File: config.mk
export PLATFORM = sky130hd
export DESIGN_NAME = emesh_endpoint
export DESIGN_NICKNAME = d
export VERILOG_FILES = /design/src/common/emesh_pkg.sv /design/src/common/emesh_if.sv /design/src/logic/emesh_endpoint.sv /design/src/logic/reg_mem.sv /design/src/logic/wait_timer.sv /design/src/logic/access_ctrl.sv /design/src/packet/emesh2packet.sv /design/src/packet/packet2emesh.sv
export SDC_FILE = /design/constraint.sdc
export NUM_CORES = 1
export LEC_CHECK = 0
export BUFFER_PORTS_ARGS = -buffer_cell sky130_fd_sc_hd__clkbuf_2
export CORE_AREA = 2 2 196 198
export CTS_CLUSTER_SIZE = 30
export DETAILED_ROUTE_END_ITERATION = 7
export DIE_AREA = 0 0 198 200
export MAX_ROUTING_LAYER = met4
export PLACE_DENSITY = 0.95
export SETUP_SLACK_MARGIN = 0.5
export SYNTH_ARGS = -nofsm -noshare
export SYNTH_HDL_FRONTEND = slang
export SYNTH_SLANG_ARGS = --single-unit
File: constraint.sdc
create_clock -name clk -period 11.2 [get_ports clk]
set_input_delay 0.56 -clock clk [delete_from_list [all_inputs] [get_ports clk]]
set_output_delay 0.56 -clock clk [all_outputs]
set_load 0.005 [all_outputs]
File: src/common/emesh_pkg.sv
// shared emesh widths and enums; the opcode sits in cmd[3:0] and the upper cmd bits carry no meaning here
`default_nettype none

package emesh_pkg;

    // ########################################################################
    // field widths
    // ########################################################################
    parameter int CMD_W  = 16;  // one emesh command word
    parameter int WORD_W = 32;  // memory word
    parameter int OP_W   = 4;   // opcode field in the command

    // ########################################################################
    // opcodes, low command bits
    // ########################################################################
    // every other code is unknown and flagged by the controller
    typedef enum logic [OP_W-1:0] {
        OP_READ  = 4'h0,  // read request, answered with OP_RESP
        OP_WRITE = 4'h1,  // single word write
        OP_RESP  = 4'h2   // read response
    } emesh_op_e;

    // ########################################################################
    // controller states
    // ########################################################################
    typedef enum logic [1:0] {
        ST_IDLE      = 2'd0,  // ready for a request
        ST_READ_WAIT = 2'd1,  // slow memory latency
        ST_RESPOND   = 2'd2   // response held until taken
    } ctrl_state_e;

endpackage

`default_nettype wire
File: src/common/emesh_if.sv
// emesh bundle between endpoint blocks; AW must match the packet layout in use (32 here)
`default_nettype none

interface emesh_if #(
    parameter int AW = 32
);
    import emesh_pkg::*;

    logic [CMD_W-1:0] cmd;      // opcode in low bits
    logic [AW-1:0]    dstaddr;  // target address
    logic [AW-1:0]    srcaddr;  // return address
    logic [2*AW-1:0]  data;     // payload

    // driving side
    modport src (
        output cmd, dstaddr, srcaddr, data
    );

    // receiving side
    modport snk (
        input cmd, dstaddr, srcaddr, data
    );

endinterface

`default_nettype wire

File: src/logic/emesh_endpoint.sv
// emesh memory endpoint top; AW fixed at 32, PW 80 or 112, not pipelined so reads stay ordered
`default_nettype none

module emesh_endpoint #(
    parameter int AW        = 32,
    parameter int PW        = 112,
    parameter int MEM_DEPTH = 16,
    parameter int READ_WAIT = 3
) (
    input  wire logic          clk,
    input  wire logic          rst_n,
    // request side
    input  wire logic          access_in,
    input  wire logic [PW-1:0] packet_in,
    output logic               wait_out,
    // response side
    output logic               access_out,
    output logic [PW-1:0]      packet_out,
    input  wire logic          wait_in,
    output logic               err_out
);
    logic accept_wr;
    logic accept_rd;
    logic load;
    logic done;
    logic rsp_load;

    emesh_if #(.AW(AW)) req_bus ();
    emesh_if #(.AW(AW)) rsp_bus ();

    packet2emesh #(.AW(AW), .PW(PW)) packet2emesh_inst (
        .packet_in (packet_in),
        .bus       (req_bus.src)
    );

    access_ctrl access_ctrl_inst (
        .clk        (clk),
        .rst_n      (rst_n),
        .access_in  (access_in),
        .req        (req_bus.snk),
        .wait_out   (wait_out),
        .accept_wr  (accept_wr),
        .accept_rd  (accept_rd),
        .load       (load),
        .done       (done),
        .rsp_load   (rsp_load),
        .access_out (access_out),
        .wait_in    (wait_in),
        .err_out    (err_out)
    );

    wait_timer #(.READ_WAIT(READ_WAIT)) wait_timer_inst (
        .clk   (clk),
        .rst_n (rst_n),
        .load  (load),
        .done  (done)
    );

    reg_mem #(.AW(AW), .PW(PW), .MEM_DEPTH(MEM_DEPTH)) reg_mem_inst (
        .clk       (clk),
        .rst_n     (rst_n),
        .req       (req_bus.snk),
        .accept_wr (accept_wr),
        .accept_rd (accept_rd),
        .rsp_load  (rsp_load),
        .rsp       (rsp_bus.src)
    );

    emesh2packet #(.AW(AW), .PW(PW)) emesh2packet_inst (
        .bus        (rsp_bus.snk),
        .packet_out (packet_out)
    );

endmodule

`default_nettype wire

File: src/logic/reg_mem.sv
// word memory, index is dstaddr above bit 1 modulo MEM_DEPTH (power of two, >= 2); contents power up unknown
`default_nettype none

module reg_mem #(
    parameter int AW        = 32,
    parameter int PW        = 112,
    parameter int MEM_DEPTH = 16
) (
    input  wire logic clk,
    input  wire logic rst_n,
    emesh_if.snk      req,
    input  wire logic accept_wr,
    input  wire logic accept_rd,
    input  wire logic rsp_load,
    emesh_if.src      rsp
);
    import emesh_pkg::*;

    localparam int IDX_W = $clog2(MEM_DEPTH);

    logic [WORD_W-1:0] mem [MEM_DEPTH];
    logic [IDX_W-1:0]  idx;
    logic [IDX_W-1:0]  rd_idx;    // latched read index
    logic [AW-1:0]     ret_addr;  // latched return address

    assign idx = req.dstaddr[IDX_W+1:2];  // upper bits alias

    always_ff @(posedge clk) begin
        if (accept_wr) mem[idx] <= req.data[WORD_W-1:0];
        if (accept_rd) begin
            rd_idx   <= idx;
            ret_addr <= req.srcaddr;
        end
    end

    // ########################################################################
    // response bundle, word placement follows the packet layout
    // ########################################################################
    always_ff @(posedge clk) begin
        if (!rst_n) begin
            rsp.cmd     <= '0;
            rsp.dstaddr <= '0;
            rsp.srcaddr <= '0;
            rsp.data    <= '0;
        end else if (rsp_load) begin
            rsp.cmd     <= CMD_W'(OP_RESP);
            rsp.dstaddr <= ret_addr;
            if (PW == 80) begin
                rsp.srcaddr <= AW'(mem[rd_idx]);  // short packet has no data field
                rsp.data    <= '0;
            end else begin
                rsp.srcaddr <= '0;
                rsp.data    <= (2*AW)'(mem[rd_idx]);
            end
        end
    end

endmodule

`default_nettype wire

File: src/logic/wait_timer.sv
// read latency counter; READ_WAIT must be at least 1 and load only comes once done is high
`default_nettype none

module wait_timer #(
    parameter int READ_WAIT = 3
) (
    input  wire logic clk,
    input  wire logic rst_n,
    input  wire logic load,
    output logic      done
);
    localparam int CNT_W = $clog2(READ_WAIT + 1);

    logic [CNT_W-1:0] cnt;

    always_ff @(posedge clk) begin
        if (!rst_n) begin
            cnt <= '0;  // idle reads as done
        end else if (load) begin
            cnt <= CNT_W'(READ_WAIT);
        end else if (cnt != '0) begin
            cnt <= cnt - 1'b1;
        end
    end

    assign done = (cnt == '0);  // level until next load

    // controller only starts a read after the last one expired
    a_no_reload: assert property (@(posedge clk) disable iff (!rst_n)
        load |-> cnt == '0);

endmodule

`default_nettype wire

File: src/logic/access_ctrl.sv
// controller for one request in flight; inbound OP_RESP is dropped, err_out clears only on reset
`default_nettype none

module access_ctrl (
    input  wire logic clk,
    input  wire logic rst_n,
    input  wire logic access_in,
    emesh_if.snk      req,
    output logic      wait_out,
    output logic      accept_wr,
    output logic      accept_rd,
    output logic      load,
    input  wire logic done,
    output logic      rsp_load,
    output logic      access_out,
    input  wire logic wait_in,
    output logic      err_out
);
    import emesh_pkg::*;

    ctrl_state_e state;
    emesh_op_e   op;
    logic        accept;
    logic        err_q;

    assign op     = emesh_op_e'(req.cmd[OP_W-1:0]);
    assign accept = access_in && rst_n && (state == ST_IDLE);

    assign accept_wr  = accept && (op == OP_WRITE);
    assign accept_rd  = accept && (op == OP_READ);
    assign load       = accept_rd;                          // start latency timer
    assign rsp_load   = (state == ST_READ_WAIT) && done;
    assign access_out = (state == ST_RESPOND);
    assign wait_out   = (state != ST_IDLE);
    assign err_out    = err_q;

    // ########################################################################
    // state machine
    // ########################################################################
    always_ff @(posedge clk) begin
        if (!rst_n) begin
            state <= ST_IDLE;
            err_q <= 1'b0;
        end else begin
            case (state)
                ST_IDLE: begin
                    if (accept) begin
                        case (op)
                            OP_READ:  state <= ST_READ_WAIT;
                            OP_WRITE: state <= ST_IDLE;  // done at this edge
                            OP_RESP:  state <= ST_IDLE;  // not ours, dropped
                            default:  err_q <= 1'b1;     // unknown, sticky
                        endcase
                    end
                end
                ST_READ_WAIT: if (done) state <= ST_RESPOND;
                ST_RESPOND:   if (!wait_in) state <= ST_IDLE;  // handover
                default:      state <= ST_IDLE;
            endcase
        end
    end

    // response must not vanish under back-pressure
    a_hold_rsp: assert property (@(posedge clk) disable iff (!rst_n)
        access_out && wait_in |=> access_out);

endmodule

`default_nettype wire

File: src/packet/emesh2packet.sv
// combinational packet encoder for response bundles; AW=32 with PW 80 or 112 only
`default_nettype none

module emesh2packet #(
    parameter int AW = 32,
    parameter int PW = 112
) (
    emesh_if.snk                bus,
    output logic [PW-1:0]       packet_out
);
    import emesh_pkg::*;

    generate
        if (AW == 32 && PW == 80) begin : g_p80
            // word travels in the srcaddr field, data is not carried
            assign packet_out[CMD_W-1:0]      = bus.cmd;
            assign packet_out[47:CMD_W]       = bus.dstaddr;
            assign packet_out[79:48]          = bus.srcaddr;
        end else if (AW == 32 && PW == 112) begin : g_p112
            // srcaddr field is overlaid by the low data word
            assign packet_out[CMD_W-1:0]      = bus.cmd;
            assign packet_out[47:CMD_W]       = bus.dstaddr;
            assign packet_out[111:48]         = bus.data;
        end else begin : g_bad_pw
            $fatal(1, "emesh2packet: AW=%0d PW=%0d not supported, use AW 32 with PW 80 or 112",
                   AW, PW);
        end
    endgenerate

endmodule

`default_nettype wire

File: src/packet/packet2emesh.sv
// combinational packet decoder; only AW=32 with PW 80 or 112, other widths stop elaboration
`default_nettype none

module packet2emesh #(
    parameter int AW = 32,
    parameter int PW = 112
) (
    input  wire logic [PW-1:0] packet_in,
    emesh_if.src               bus
);
    import emesh_pkg::*;

    // ########################################################################
    // command and destination, common to both layouts
    // ########################################################################
    assign bus.cmd     = packet_in[CMD_W-1:0];
    assign bus.dstaddr = packet_in[CMD_W+AW-1:CMD_W];  // bits 47:16

    generate
        if (AW == 32 && PW == 80) begin : g_p80
            // short layout, write data shares the srcaddr field
            assign bus.srcaddr = packet_in[79:48];
            assign bus.data    = {{AW{1'b0}}, packet_in[79:48]};
        end else if (AW == 32 && PW == 112) begin : g_p112
            // long layout, data low word overlaps srcaddr
            assign bus.srcaddr = packet_in[79:48];
            assign bus.data    = packet_in[111:48];
        end else begin : g_bad_pw
            $fatal(1, "packet2emesh: AW=%0d PW=%0d not supported, use AW 32 with PW 80 or 112",
                   AW, PW);
        end
    endgenerate

endmodule

`default_nettype wire

==> flow_summary.ini <==
[finish]
design_area_um2 = 26200
area_growth_pct = 12.4
fill_cells = 2037
final_util_pct = 70.2
instances_no_fill = 1839
layout.nets = 1397
drive_gt1_share_pct = 28.9

[logic_synthesis]
synth.distinct_cells = 35
yosys_warnings = 0
synth_edf_count = 548
synthesis.area_um2 = 23300
yosysTopAreaCellShare_pct = 70.5
syn_area_per_cell_um2 = 20.6
synthFlopType = edfxtp_1
synth-seq-cells = 618
synth_top_cell_by_area = edfxtp_1
yosysMostFrequentCell = edfxtp_1
synthCells = 1131
synthTopCellsByCount = edfxtp_1 (548), mux4_2 (128), dfxtp_1 (70)
synth.yosys.seq_area_share_pct = 76.5
synth.top_cells.by_area = edfxtp_1 (70%), mux4_2 (12%), dfxtp_1 (6.0%)
ys_async_sr_fraction_pct = 0

[sta]
post-route-min-period_ns = 3.93
tns_ns = 0
hold_viol = 0
timing.hold.ws_ns = 0.195
period_share_pct = 35.1
finalSetupViolations = 0
tightest_slew_ns = 1.34
max_freq_mhz = 254
maxSlewHeadroom_pct = 10.3
rsz0062_at_grt = false
skew_ns = 0.0213
drv_slew = 0
setup_ws_ns = 7.27

[drt]
vias_per_cell = 6.70
via_count = 12300
drt-total-wl_um = 56300
wl_per_cell_um = 30.6
drc_errors = 0
drtIter0Drc = 1522
drt_first_pass_iters = 5
antenna_left = 0

[global_route]
grt.overflow.total = 0
grt_util_met1_pct = 37.2
top_usage_layer = met2
grtUsageTotal_pct = 30.3
grt_pass1_wl_um = 81800
antenna_found_initial = 1
grt_pass1_vias = 12500
gr-usage-met3_pct = 7.63
grt_use_met2_pct = 48.6
grt_max_degree = 79

[floorplanning]
die-area_um2 = 39600
die_x_um = 198
rows = 71
core_um2 = 37400
die_y_um = 200
start_util_pct = 62.4
ioPinCount = 231

[status]
status = complete, no violations

[placement]
gp_congestion = 0.815
dp.cells = 1732
port_buffers = 111
dpl_worst_slack_ns = 6.89
place_area_um2 = 24400
dp_hpwl_um = 29600

[clock_network]
ctsResizeCount = 0
cts_hold_buf = 0
cts_buffers = 57
clk_pin_slew_worst_paths_ns = 0.06
cts.path.max_buffers = 3
cts_tree = built
htreeDepth = 2
cts.sinks = 618
cts_root_buf = clkbuf_16
cts_setup_buffers = 0
worstSkewPairLatency_ns = 0.62

[power]
p_total_mw = 4.52
p_leak_nw = 8.75
power.density_nw_per_um2 = 172
ir_worst_vdd_v = 0.000132

[critical_path]
criticalPathCategory = in -> reg
cp_max_fo = 74
worstPathArrival_ns = 4.19
path_cells = clkbuf_2, buf_4, and4bb_2, nand4_1, nor3_2, buf_4
critical_path_required_ns = 11.46
worstSetupStartpointType = primary input
crit_top_cell = buf_4
endpoint_kind = flop
slowest_delay_ns = 1.26
crit_slowest_cell = nor3_2

[flow_run]
maxCapViolations = 0

[hold_path]
min_path_type = in -> reg
logic make-up (layout without fill, tap and decap cells):
kind of cell	Yosys count	count (layout)	share of synthesized area (%)
AOI/OAI and AO/OA	72	72	2.49
xor gates and xnor gates	2	2	0.0750
adders and majority gates	1	1	0.0536
buffers and inverters	112	262	3.11
DFF	618	618	76.5
muxes	193	193	15.1
other	1	48	0.0161
and+or+nand+nor	132	132	2.64
registers in the layout (all words and copies together), names as in the netlist, 2 cells and up:
| name | flops |
|---|---|
| reg_mem_inst.mem | 512 |
| wait_timer_inst.cnt | 2 |
| reg_mem_inst.ret_addr | 32 |
| reg_mem_inst.rsp.dstaddr | 32 |
| access_ctrl_inst.state | 2 |
| reg_mem_inst.rd_idx | 4 |
| reg_mem_inst.rsp.data | 32 |
power breakdown:
part | switching, mW | internal [mW]
Sequential | 0.00536 | 2.51
Clock | 0.839 | 1.05
Combinational | 0.0728 | 0.0304
Total | 0.918 | 3.60
layout by cell type, fill, tap and decap left out, types with 8 or more instances in the layout:
cell type  instances
clkbuf_1          13
a21boi_0          33
mux4_2           128
clkinv_2           8
nand3_1           33
clkbuf_8          10
buf_4             41
edfxtp_1         548
conb_1            47
mux2i_1           65
nor3_2            12
dfxtp_1           70
nand2_1           67
clkbuf_16         57
clkbuf_2         111
o221ai_1          32
final timing paths:
path / cells after the start / start / endpoint / slack (ns)
hold reg to reg: 2 / reg_mem_inst.rsp.dstaddr[0]$_SDFFE_PN0P_ / reg_mem_inst.rsp.dstaddr[0]$_SDFFE_PN0P_ / 0.47
hold / removal: 1 / packet_in[19] / reg_mem_inst.rd_idx[1]$_DFFE_PP_ / 0.20
setup reg to reg: 4 / access_ctrl_inst.state[1]$_SDFFE_PN0P_ / reg_mem_inst.mem[14][23]$_DFFE_PP_ / 7.71
setup / recovery: 6 / rst_n / reg_mem_inst.mem[14][23]$_DFFE_PP_ / 7.27
cell type report:
| class | count | area [um^2] | share of cell area (%) |
|---|---|---|---|
| Sequential cell | 618 | 17900 | 68.1 |
| Multi-Input combinational cell | 447 | 5030 | 19.2 |
| Clock buffer | 80 | 1610 | 6.15 |
| Timing Repair Buffer | 152 | 863 | 3.29 |
| Tap cell | 511 | 639 | 2.44 |
| Clock inverter | 26 | 219 | 0.835 |
| Inverter | 4 | 15.0 | 0.0572 |
| Antenna cell | 1 | 2.50 | 0.00954 |
per-layer routing:
metal,wire [um],up-vias,part of all wire [%]
li1,-,4821,-
met1,18900,6168,34
met2,28100,1117,50
met3,6830,207,12
met4,2390,0,4.3
met5,0,-,0
worst max-delay path, delay by kind of cell:
kind	cells	cell delay, ns
buffers and inverters	3	1.38
AND/OR/NAND/NOR	3	2.21
Power figures use the tool's default switching activity.
